**src/hw/fspu_pkg.sv**
```systemverilog
/*
  Shared types for the FSPU datapath of a 64-bit RISC-V core.
  All widths are fixed by the ISA (XLEN = FLEN = 64).
  Single and half values live NaN-boxed in the low bits of fpr_t.
*/
package fspu_pkg;

  localparam int XLEN     = 64;
  localparam int FLEN     = 64;
  localparam int PREG_W   = 7;
  localparam int FCLASS_W = 10;

  typedef logic [FLEN-1:0]     fpr_t;
  typedef logic [XLEN-1:0]     xlen_t;
  typedef logic [PREG_W-1:0]   preg_t;
  typedef logic [2:0]          fspu_op_t;
  typedef logic [1:0]          fspu_fmt_t;
  typedef logic [FCLASS_W-1:0] fclass_t;

  // Operation codes, 6 and 7 unused
  localparam fspu_op_t OP_FSGNJ   = 3'd0;
  localparam fspu_op_t OP_FSGNJN  = 3'd1;
  localparam fspu_op_t OP_FSGNJX  = 3'd2;
  localparam fspu_op_t OP_FMV_F_X = 3'd3;
  localparam fspu_op_t OP_FMV_X_F = 3'd4;
  localparam fspu_op_t OP_FCLASS  = 3'd5;

  localparam fspu_fmt_t FMT_D = 2'd0;
  localparam fspu_fmt_t FMT_S = 2'd1;
  localparam fspu_fmt_t FMT_H = 2'd2;

  // Substituted for badly boxed narrow operands
  localparam logic [31:0] CANON_NAN_S = 32'h7fc00000;
  localparam logic [15:0] CANON_NAN_H = 16'h7e00;

  typedef struct packed {
    fspu_op_t  op;
    fspu_fmt_t fmt;
    fpr_t      oper0;
    fpr_t      oper1;
    xlen_t     int_src;
    preg_t     dest;
  } fspu_issue_t;

  // One-hot, at most one set
  typedef struct packed {
    logic fmv_f_x;
    logic fsgnj;
    logic fsgnjn;
    logic fsgnjx;
  } fspu_sel_t;

  typedef struct packed {
    fspu_sel_t sel;
    logic      to_int;
    logic      is_fclass;
    fspu_fmt_t fmt;
    fpr_t      oper0;
    fpr_t      oper1;
    xlen_t     int_src;
    preg_t     dest;
  } fspu_ex1_t;

  typedef struct packed {
    fpr_t  fpr_result;
    xlen_t fclass_result;
    xlen_t fmv_x_result;
  } fspu_fmt_out_t;

  typedef struct packed {
    xlen_t data;
    preg_t dest;
    logic  to_int;
  } fspu_result_t;

endpackage

```
**src/hw/fspu_double.sv**
```systemverilog
/*
  Double-precision classify, sign injection and raw moves.
  Purely combinational. sel is one-hot; with no select the float result is zero.
*/
`timescale 1ns/1ps

module fspu_double (
  input  fspu_pkg::fspu_sel_t     sel,
  input  fspu_pkg::fpr_t          oper0,
  input  fspu_pkg::fpr_t          oper1,
  input  fspu_pkg::xlen_t         int_src,
  output fspu_pkg::fspu_fmt_out_t out
);
  import fspu_pkg::*;

  logic    sign0;
  logic    expo_max;
  logic    expo_zero;
  logic    frac_zero;
  logic    frac_msb;
  fclass_t cls;
  fpr_t    res_fsgnj;
  fpr_t    res_fsgnjn;
  fpr_t    res_fsgnjx;

  // Field decode of oper0
  assign sign0     = oper0[63];
  assign expo_max  = &oper0[62:52];
  assign expo_zero = ~|oper0[62:52];
  assign frac_zero = ~|oper0[51:0];
  assign frac_msb  = oper0[51];

  // FCLASS.D mask, bit 0 is -inf
  assign cls[0] =  sign0 &  expo_max  &  frac_zero;
  assign cls[1] =  sign0 & ~expo_max  & ~expo_zero;
  assign cls[2] =  sign0 &  expo_zero & ~frac_zero;
  assign cls[3] =  sign0 &  expo_zero &  frac_zero;
  assign cls[4] = ~sign0 &  expo_zero &  frac_zero;
  assign cls[5] = ~sign0 &  expo_zero & ~frac_zero;
  assign cls[6] = ~sign0 & ~expo_max  & ~expo_zero;
  assign cls[7] = ~sign0 &  expo_max  &  frac_zero;
  // NaNs ignore the sign
  assign cls[8] = expo_max & ~frac_zero & ~frac_msb;
  assign cls[9] = expo_max & frac_msb;

  // Sign injection keeps the magnitude of oper0
  assign res_fsgnj  = {oper1[63], oper0[62:0]};
  assign res_fsgnjn = {~oper1[63], oper0[62:0]};
  assign res_fsgnjx = {oper0[63] ^ oper1[63], oper0[62:0]};

  assign out.fpr_result = {FLEN{sel.fmv_f_x}} & int_src    |
                          {FLEN{sel.fsgnj}}   & res_fsgnj  |
                          {FLEN{sel.fsgnjn}}  & res_fsgnjn |
                          {FLEN{sel.fsgnjx}}  & res_fsgnjx;

  assign out.fclass_result = {{(XLEN-FCLASS_W){1'b0}}, cls};

  // FMV.X.D is a straight copy
  assign out.fmv_x_result = oper0;

endmodule

```
**src/hw/fspu_single.sv**
```systemverilog
/*
  Single-precision classify, sign injection and raw moves, NaN-boxing aware.
  Operands not boxed with ones in 63:32 read as the canonical NaN.
  Float results are boxed, FMV.X.W sign-extends without checking the box.
*/
`timescale 1ns/1ps

module fspu_single (
  input  fspu_pkg::fspu_sel_t     sel,
  input  fspu_pkg::fpr_t          oper0,
  input  fspu_pkg::fpr_t          oper1,
  input  fspu_pkg::xlen_t         int_src,
  output fspu_pkg::fspu_fmt_out_t out
);
  import fspu_pkg::*;

  logic        boxed0;
  logic        boxed1;
  logic [31:0] src0;
  logic [31:0] src1;
  logic        sign0;
  logic        expo_max;
  logic        expo_zero;
  logic        frac_zero;
  logic        frac_msb;
  fclass_t     cls;
  logic [31:0] res_fsgnj;
  logic [31:0] res_fsgnjn;
  logic [31:0] res_fsgnjx;
  fpr_t        box_fmv_f_x;
  fpr_t        box_fsgnj;
  fpr_t        box_fsgnjn;
  fpr_t        box_fsgnjx;

  // Unbox inputs
  assign boxed0 = &oper0[63:32];
  assign boxed1 = &oper1[63:32];
  assign src0   = boxed0 ? oper0[31:0] : CANON_NAN_S;
  assign src1   = boxed1 ? oper1[31:0] : CANON_NAN_S;

  assign sign0     = src0[31];
  assign expo_max  = &src0[30:23];
  assign expo_zero = ~|src0[30:23];
  assign frac_zero = ~|src0[22:0];
  assign frac_msb  = src0[22];

  // FCLASS.S
  assign cls[0] =  sign0 &  expo_max  &  frac_zero;
  assign cls[1] =  sign0 & ~expo_max  & ~expo_zero;
  assign cls[2] =  sign0 &  expo_zero & ~frac_zero;
  assign cls[3] =  sign0 &  expo_zero &  frac_zero;
  assign cls[4] = ~sign0 &  expo_zero &  frac_zero;
  assign cls[5] = ~sign0 &  expo_zero & ~frac_zero;
  assign cls[6] = ~sign0 & ~expo_max  & ~expo_zero;
  assign cls[7] = ~sign0 &  expo_max  &  frac_zero;
  assign cls[8] = expo_max & ~frac_zero & ~frac_msb;
  assign cls[9] = expo_max & frac_msb;

  assign res_fsgnj  = {src1[31], src0[30:0]};
  assign res_fsgnjn = {~src1[31], src0[30:0]};
  assign res_fsgnjx = {src0[31] ^ src1[31], src0[30:0]};

  // Box every candidate so an idle select still merges to zero
  assign box_fmv_f_x = {{32{1'b1}}, int_src[31:0]};
  assign box_fsgnj   = {{32{1'b1}}, res_fsgnj};
  assign box_fsgnjn  = {{32{1'b1}}, res_fsgnjn};
  assign box_fsgnjx  = {{32{1'b1}}, res_fsgnjx};

  assign out.fpr_result = {FLEN{sel.fmv_f_x}} & box_fmv_f_x |
                          {FLEN{sel.fsgnj}}   & box_fsgnj   |
                          {FLEN{sel.fsgnjn}}  & box_fsgnjn  |
                          {FLEN{sel.fsgnjx}}  & box_fsgnjx;

  assign out.fclass_result = {{(XLEN-FCLASS_W){1'b0}}, cls};

  // FMV.X.W uses raw low word of oper0
  assign out.fmv_x_result = {{32{oper0[31]}}, oper0[31:0]};

endmodule

```
**src/hw/fspu_half.sv**
```systemverilog
/*
  Half-precision classify, sign injection and raw moves, NaN-boxing aware.
  Operands not boxed with ones in 63:16 read as the canonical NaN.
  Float results are boxed, FMV.X.H sign-extends without checking the box.
*/
`timescale 1ns/1ps

module fspu_half (
  input  fspu_pkg::fspu_sel_t     sel,
  input  fspu_pkg::fpr_t          oper0,
  input  fspu_pkg::fpr_t          oper1,
  input  fspu_pkg::xlen_t         int_src,
  output fspu_pkg::fspu_fmt_out_t out
);
  import fspu_pkg::*;

  logic        boxed0;
  logic        boxed1;
  logic [15:0] src0;
  logic [15:0] src1;
  logic        sign0;
  logic        expo_max;
  logic        expo_zero;
  logic        frac_zero;
  logic        frac_msb;
  fclass_t     cls;
  logic [15:0] res_fsgnj;
  logic [15:0] res_fsgnjn;
  logic [15:0] res_fsgnjx;
  fpr_t        box_fmv_f_x;
  fpr_t        box_fsgnj;
  fpr_t        box_fsgnjn;
  fpr_t        box_fsgnjx;

  // Unbox inputs
  assign boxed0 = &oper0[63:16];
  assign boxed1 = &oper1[63:16];
  assign src0   = boxed0 ? oper0[15:0] : CANON_NAN_H;
  assign src1   = boxed1 ? oper1[15:0] : CANON_NAN_H;

  // 5-bit exponent, 10-bit fraction
  assign sign0     = src0[15];
  assign expo_max  = &src0[14:10];
  assign expo_zero = ~|src0[14:10];
  assign frac_zero = ~|src0[9:0];
  assign frac_msb  = src0[9];

  // FCLASS.H
  assign cls[0] =  sign0 &  expo_max  &  frac_zero;
  assign cls[1] =  sign0 & ~expo_max  & ~expo_zero;
  assign cls[2] =  sign0 &  expo_zero & ~frac_zero;
  assign cls[3] =  sign0 &  expo_zero &  frac_zero;
  assign cls[4] = ~sign0 &  expo_zero &  frac_zero;
  assign cls[5] = ~sign0 &  expo_zero & ~frac_zero;
  assign cls[6] = ~sign0 & ~expo_max  & ~expo_zero;
  assign cls[7] = ~sign0 &  expo_max  &  frac_zero;
  assign cls[8] = expo_max & ~frac_zero & ~frac_msb;
  assign cls[9] = expo_max & frac_msb;

  assign res_fsgnj  = {src1[15], src0[14:0]};
  assign res_fsgnjn = {~src1[15], src0[14:0]};
  assign res_fsgnjx = {src0[15] ^ src1[15], src0[14:0]};

  // Boxed candidates, merged AND-OR
  assign box_fmv_f_x = {{48{1'b1}}, int_src[15:0]};
  assign box_fsgnj   = {{48{1'b1}}, res_fsgnj};
  assign box_fsgnjn  = {{48{1'b1}}, res_fsgnjn};
  assign box_fsgnjx  = {{48{1'b1}}, res_fsgnjx};

  assign out.fpr_result = {FLEN{sel.fmv_f_x}} & box_fmv_f_x |
                          {FLEN{sel.fsgnj}}   & box_fsgnj   |
                          {FLEN{sel.fsgnjn}}  & box_fsgnjn  |
                          {FLEN{sel.fsgnjx}}  & box_fsgnjx;

  assign out.fclass_result = {{(XLEN-FCLASS_W){1'b0}}, cls};

  // FMV.X.H uses raw low half of oper0
  assign out.fmv_x_result = {{48{oper0[15]}}, oper0[15:0]};

endmodule

```
**src/hw/fspu_issue.sv**
```systemverilog
/*
  Issue register: one request per cycle, no stall.
  Unused op codes decode to no select and a zero float result.
*/
`timescale 1ns/1ps

module fspu_issue (
  input  logic                  forever_cpuclk,
  input  logic                  reset,
  input  logic                  issue_valid,
  input  fspu_pkg::fspu_issue_t issue,
  output logic                  ex1_valid,
  output fspu_pkg::fspu_ex1_t   ex1
);
  import fspu_pkg::*;

  fspu_ex1_t ex1_nxt;

  // Op code to one-hot selects
  always_comb begin
    ex1_nxt             = '0;
    ex1_nxt.sel.fsgnj   = (issue.op == OP_FSGNJ);
    ex1_nxt.sel.fsgnjn  = (issue.op == OP_FSGNJN);
    ex1_nxt.sel.fsgnjx  = (issue.op == OP_FSGNJX);
    ex1_nxt.sel.fmv_f_x = (issue.op == OP_FMV_F_X);
    ex1_nxt.to_int      = (issue.op == OP_FMV_X_F) || (issue.op == OP_FCLASS);
    ex1_nxt.is_fclass   = (issue.op == OP_FCLASS);
    ex1_nxt.fmt         = issue.fmt;
    ex1_nxt.oper0       = issue.oper0;
    ex1_nxt.oper1       = issue.oper1;
    ex1_nxt.int_src     = issue.int_src;
    ex1_nxt.dest        = issue.dest;
  end

  always_ff @(posedge forever_cpuclk) begin
    if (reset) begin
      ex1_valid <= 1'b0;
    end else begin
      ex1_valid <= issue_valid;
    end
  end

  // Payload only loads on a valid request
  always_ff @(posedge forever_cpuclk) begin
    if (issue_valid) begin
      ex1 <= ex1_nxt;
    end
  end

endmodule

```
**src/hw/fspu_wb.sv**
```systemverilog
/*
  Write-back stage: format and destination select, one register stage.
  No back-pressure, the consumer takes each result the cycle it shows.
*/
`timescale 1ns/1ps

module fspu_wb (
  input  logic                    forever_cpuclk,
  input  logic                    reset,
  input  logic                    ex1_valid,
  input  fspu_pkg::fspu_ex1_t     ex1,
  input  fspu_pkg::fspu_fmt_out_t out_d,
  input  fspu_pkg::fspu_fmt_out_t out_s,
  input  fspu_pkg::fspu_fmt_out_t out_h,
  output logic                    result_valid,
  output fspu_pkg::fspu_result_t  result
);
  import fspu_pkg::*;

  fspu_fmt_out_t fmt_out;
  fspu_result_t  result_nxt;

  // Format mux, reserved encoding gives zero
  always_comb begin
    case (ex1.fmt)
      FMT_D:   fmt_out = out_d;
      FMT_S:   fmt_out = out_s;
      FMT_H:   fmt_out = out_h;
      default: fmt_out = '0;
    endcase
  end

  always_comb begin
    if (ex1.is_fclass) begin
      result_nxt.data = fmt_out.fclass_result;
    end else if (ex1.to_int) begin
      result_nxt.data = fmt_out.fmv_x_result;
    end else begin
      result_nxt.data = fmt_out.fpr_result;
    end
    result_nxt.dest   = ex1.dest;
    result_nxt.to_int = ex1.to_int;
  end

  always_ff @(posedge forever_cpuclk) begin
    if (reset) begin
      result_valid <= 1'b0;
    end else begin
      result_valid <= ex1_valid;
    end
  end

  always_ff @(posedge forever_cpuclk) begin
    if (ex1_valid) begin
      result <= result_nxt;
    end
  end

endmodule

```
**src/hw/fspu_top.sv**
```systemverilog
/*
  FSPU top: issue, three format blocks, write-back.
  Two-cycle latency, results return in issue order.
*/
`timescale 1ns/1ps

module fspu_top (
  input  logic                   forever_cpuclk,
  input  logic                   reset,
  input  logic                   issue_valid,
  input  fspu_pkg::fspu_issue_t  issue,
  output logic                   result_valid,
  output fspu_pkg::fspu_result_t result
);
  import fspu_pkg::*;

  logic          ex1_valid;
  fspu_ex1_t     ex1;
  fspu_fmt_out_t out_d;
  fspu_fmt_out_t out_s;
  fspu_fmt_out_t out_h;

  fspu_issue u_issue (
    .forever_cpuclk (forever_cpuclk),
    .reset          (reset),
    .issue_valid    (issue_valid),
    .issue          (issue),
    .ex1_valid      (ex1_valid),
    .ex1            (ex1)
  );

  // All formats compute in parallel, write-back picks one
  fspu_double u_double (
    .sel     (ex1.sel),
    .oper0   (ex1.oper0),
    .oper1   (ex1.oper1),
    .int_src (ex1.int_src),
    .out     (out_d)
  );

  fspu_single u_single (
    .sel     (ex1.sel),
    .oper0   (ex1.oper0),
    .oper1   (ex1.oper1),
    .int_src (ex1.int_src),
    .out     (out_s)
  );

  fspu_half u_half (
    .sel     (ex1.sel),
    .oper0   (ex1.oper0),
    .oper1   (ex1.oper1),
    .int_src (ex1.int_src),
    .out     (out_h)
  );

  fspu_wb u_wb (
    .forever_cpuclk (forever_cpuclk),
    .reset          (reset),
    .ex1_valid      (ex1_valid),
    .ex1            (ex1),
    .out_d          (out_d),
    .out_s          (out_s),
    .out_h          (out_h),
    .result_valid   (result_valid),
    .result         (result)
  );

endmodule

```
**config.mk**
```make
export PLATFORM = sky130hd
export DESIGN_NAME = fspu_top
export DESIGN_NICKNAME = d
export VERILOG_FILES = /design/src/hw/fspu_pkg.sv /design/src/hw/fspu_double.sv /design/src/hw/fspu_single.sv /design/src/hw/fspu_half.sv /design/src/hw/fspu_issue.sv /design/src/hw/fspu_wb.sv /design/src/hw/fspu_top.sv
export SDC_FILE = /design/constraint.sdc
export NUM_CORES = 1
export LEC_CHECK = 0
export ABC_AREA = 1
export BUFFER_PORTS_ARGS = -buffer_cell sky130_fd_sc_hd__buf_2
export CORE_MARGIN = 2
export CORE_UTILIZATION = 30
export CTS_CLUSTER_SIZE = 20
export DETAILED_ROUTE_END_ITERATION = 8
export GPL_TIMING_DRIVEN = 1
export PLACE_DENSITY_LB_ADDON = 0.2
export SYNTH_ARGS = -nofsm -noshare
export SYNTH_HDL_FRONTEND = slang
export SYNTH_SLANG_ARGS = --single-unit
```
**constraint.sdc**
```tcl
create_clock -name forever_cpuclk -period 2.4 [get_ports forever_cpuclk]
set_input_delay 0.48 -clock forever_cpuclk [delete_from_list [all_inputs] [get_ports forever_cpuclk]]
set_output_delay 0.48 -clock forever_cpuclk [all_outputs]
set_load 0.05 [all_outputs]
```
==> qor_table.md <==
| Group | Metric | Reported |
|:---|:---|:---|
| min path | Hold Path Class | in -> reg |
| route | Final WL | 36800 um |
| synthesis | Share of the synthesized area in the top cell type | 65.7% |
| floorplanning | Chip height | 205 um |
| power and ir drop | Areal power density over the cells | 774 nW/um^2 |
| synthesis | Sequential element share of the synthesized area | 66.1% |
| clocking | Clock root buffer master | sky130_fd_sc_hd__clkbuf_16 |
| grt | Grt peak-use layer | met2 |
| floorplanning | Number of cell rows | 73 |
| setup path | Critical path startpoint category | register |
| status | Run status | finished clean |
| power and ir drop | Net switching power | 3.19 mW |
| grt | Met1 routing resource usage after global routing | 22.4% |
| synthesis | Number of synthesized flops with an enable pin | 264 |
| route | Routed wire length per instance | 18.4 um |
| setup path | Arrival @ worst endpoint | 2520 ps |
| final layout | Storage element area | 7970 um^2 |
| clocking | Clock latency on the worst-skew pair | 580 ps |
| final layout | Relative area change from synthesis to final layout | 26.3% |
| synthesis | Yosys warning total | 0 |
| sta | Setup violations, final | 0 |
| sta | Final period util | 91.9% |
| grt | Global Route Usage Sum | 17.5% |
| sta | Worst Clk Skew | 22.0 ps |
| power and ir drop | VDD IR-drop max | 0.782 mV |
| sta | Pins Over Slew Limit | 0 |
| synthesis | Most instantiated flip-flop cell in the synthesis netlist | sky130_fd_sc_hd__edfxtp_1 |
| grt | Number of antenna violations at the first check in global routing | 7 |
| synthesis | Avg Inst Size Synth | 10.4 um^2 |
| clocking | Count of clock tree sinks | 266 |
| power and ir drop | Sequential cell fraction of total power | 48.6% |
| route | First-pass detailed-route iteration total | 7 |
| job | Number of max-capacitance violations reported | 0 |
| grt | Largest net degree at the start of global routing | 58 |
| setup path | Series of cell instances along the critical path | inv_1 -> nor3_2 -> nand2_1 -> nor2_4 -> nand2_4 -> nor2_8 -> o31ai_1 -> nand2_2 -> nor2_1 -> a21oi_1 -> nor2_1 |
| sta | Slew Limit Headroom | 57.9% |
| route | DRC violation count after routing | 0 |
| clocking | Num CTS Buffers | 31 |
| grt | Global routing met2 resource utilization | 29.2% |
| route | Via density per instance | 4.71 |
| setup path | CP top delay family | simple AND/OR/NAND/NOR gates |
| final layout | Layout filler cell count | 3965 |
| synthesis | Nets in the synthesized netlist | 1369 |
| grt | Vias in the first global route | 9418 |
| grt | Global-route track usage on met3 | 5.00% |
| grt | First-pass GRT wire length | 55500 um |
| route | First-iteration detailed-routing DRC count | 548 |
| synthesis | Top cells by instance count after synthesis | 264 x sky130_fd_sc_hd__edfxtp_1, 243 x sky130_fd_sc_hd__nand2_1, 140 x sky130_fd_sc_hd__nor2_1, 95 x sky130_fd_sc_hd__inv_1, 89 x sky130_fd_sc_hd__a21oi_1 |
| setup path | Slowest cell on crit path | sky130_fd_sc_hd__edfxtp_1 |
| power and ir drop | Internal power of the cells | 8.59 mW |
| grt | Leftover overflow at the end of global routing | 0 |
| setup path | CP Class | reg -> reg |
| place | Setup WS pre-CTS | 104 ps |
| floorplanning | Boundary pin count | 280 |
| synthesis | Biggest area consumer among synthesized cells | sky130_fd_sc_hd__edfxtp_1 |
| synthesis | Number of cells produced by synthesis | 1162 |
| place | Half-perimeter wire length after placement | 26700 um |
| floorplanning | Overall die area | 41800 um^2 |
| floorplanning | Initial Utilization | 30.4% |
| final layout | Fin nets | 1661 |
| synthesis | Total standard cell area after synthesis | 12100 um^2 |
| synthesis | Post-synthesis async set-or-reset flop share | 0% |
| place | IO buf count | 264 |
| sta | Final worst setup slack | 194 ps |
| route | Routed Antenna Nets | 0 |
| sta | RSZ-0062 raised after global routing | false |
| synthesis | Unique cell type count in the Yosys netlist | 37 |
| place | Gpl congestion | 0.885 |
| setup path | Library cell appearing most often on the critical path | sky130_fd_sc_hd__nor2_1 |
| synthesis | Synth Register Bits | 266 |
| synthesis | Top area cells in the synthesized netlist | sky130_fd_sc_hd__edfxtp_1 66%, sky130_fd_sc_hd__nand2_1 7.6%, sky130_fd_sc_hd__nor2_1 4.4% |
| final layout | Ratio of cells with drive above 1 in the final layout | 26.9% |
| synthesis | Most numerous cell in the Yosys netlist | sky130_fd_sc_hd__edfxtp_1 |
| route | Via count of the routed design | 9441 |
| sta | Total count of hold-check failures in the final report | 0 |
| setup path | Sort of element at the end of the critical path | register |
| floorplanning | Chip Width | 205 um |
| setup path | Data required, critical path | 2710 ps |
| clocking | Reg clk slew, reported paths | 60 ps |
| setup path | Bufs and invs on worst path | 1 |
| setup path | Longest individual stage delay on the worst path | 340 ps |
| clocking | Buffer depth of the longest clock path | 3 |
| place | # placed instances | 1945 |
| sta | Setup total negative slack | 0 ps |
| clocking | H-tree depth | 1 |
| sta | Timing-limited maximum frequency | 0.453 GHz |
| power and ir drop | Clock group share of total power | 37.7% |
| final layout | Combined area of the multi-input logic cells | 3510 um^2 |
| floorplanning | Placeable Area | 39700 um^2 |
| final layout | Finished Layout Cells | 2004 |
| clocking | TritonCTS clock tree | done |
| setup path | CP max FO | 7 |
| sta | Worst Tran Pin Value | 632 ps |
| sta | Final critical delay including setup and external delays | 2210 ps |
| power and ir drop | Portion of total power attributed to combinational logic | 13.8% |
| power and ir drop | Leakage power figure | 6.16 nW |
| power and ir drop | Switching power as a share of total power | 27.1% |
==> sequential cells by signal, summed over array words and instances, names as in the netlist <==
| register | flops |
|---|---|
| u_issue.ex1 | 192 |
| u_issue.ex1_valid | 1 |
| u_wb.result | 72 |
| u_wb.result_valid | 1 |
==> layout make-up <==
cell class / count / share of cell area [%]
Sequential cell: 266 / 52.3
Multi-Input combinational cell: 742 / 23.0
Timing Repair Buffer: 310 / 11.6
Clock buffer: 38 / 5.26
Tap cell: 525 / 4.31
Inverter: 103 / 2.54
Clock inverter: 17 / 0.912
Antenna cell: 3 / 0.0493
==> cell usage in the layout, fill, tap and decap left out, types with 7 or more instances in the layout <==
| cell | Yosys | final |
|---|---|---|
| sky130_fd_sc_hd__a21oi_1 | 89 | 89 |
| sky130_fd_sc_hd__a311oi_1 | 12 | 12 |
| sky130_fd_sc_hd__a31oi_1 | 7 | 7 |
| sky130_fd_sc_hd__buf_12 | 0 | 7 |
| sky130_fd_sc_hd__buf_2 | 12 | 263 |
| sky130_fd_sc_hd__buf_4 | 2 | 39 |
| sky130_fd_sc_hd__clkbuf_1 | 30 | 7 |
| sky130_fd_sc_hd__clkbuf_16 | 0 | 31 |
| sky130_fd_sc_hd__clkinv_1 | 0 | 7 |
| sky130_fd_sc_hd__edfxtp_1 | 264 | 264 |
| sky130_fd_sc_hd__inv_1 | 95 | 95 |
| sky130_fd_sc_hd__inv_2 | 8 | 8 |
| sky130_fd_sc_hd__nand2_1 | 243 | 243 |
| sky130_fd_sc_hd__nand3_1 | 66 | 65 |
| sky130_fd_sc_hd__nand4_1 | 29 | 29 |
| sky130_fd_sc_hd__nor2_1 | 140 | 137 |
| sky130_fd_sc_hd__nor2_2 | 6 | 7 |
| sky130_fd_sc_hd__nor2_4 | 6 | 8 |
| sky130_fd_sc_hd__nor3_1 | 28 | 28 |
| sky130_fd_sc_hd__o21ai_0 | 77 | 77 |
| sky130_fd_sc_hd__or2_2 | 7 | 7 |
==> worst paths after layout <==
kind / start / end / slack [ps] / depth (start not counted)
setup / recovery: u_issue.ex1[173] / u_wb.result[8] / 190 / 11
hold / removal: issue[69] / u_issue.ex1[69] / 70 / 1
setup reg to reg: u_issue.ex1[173] / u_wb.result[8] / 190 / 11
hold reg to reg: u_issue.ex1[5] / u_wb.result[6] / 420 / 0
==> repair_timing <==
action | in CTS | in global routing
gates resized for setup | 0 | 2
endpoints found under the setup margin | 0 | 5
hold buffers | 0 | 0
buffers inserted | 0 | 1
==> metrics by stage <==
step                hold slack (ps)  cell area (um^2)  utilization, %  total power [mW]
CTS                            38.5             15200            38.3              11.9
floorplan                       400             12100               -              6.76
global route                   41.9             15200            38.3              12.3
global placement                400             14300            35.9              7.45
finish                         68.9             15200            38.3              11.8
detailed placement              410             14300            35.9              7.46
==> power groups by stage <==
stage | clock [mW] | combinational (mW) | sequential, mW
after global routing | 4.75 | 1.79 | 5.76
after detailed placement | 0 | 1.64 | 5.82
after global placement | 0 | 1.63 | 5.82
after CTS | 4.57 | 1.64 | 5.73
final | 4.44 | 1.63 | 5.72
after floorplan | 0 | 0.634 | 6.13
==> logic make-up (layout without fill, tap and decap cells) <==
family / count (synthesis) / count (layout) / share of synthesized area [%]
buffers and inverters: 154 / 468 / 5.04
other: 0 / 3 / 0
AOI/OAI and AO/OA: 197 / 197 / 8.83
and+or+nand+nor: 545 / 545 / 20.1
DFF: 266 / 266 / 66.1
==> metal layers <==
layer | part of all wire (%) | vias to the layer above
met2 | 47 | 317
met3 | 7.9 | 61
met4 | 2.4 | 8
met1 | 42 | 4418
met5 | 0.13 | -
li1 | - | 4637
Power figures use the tool's default switching activity.
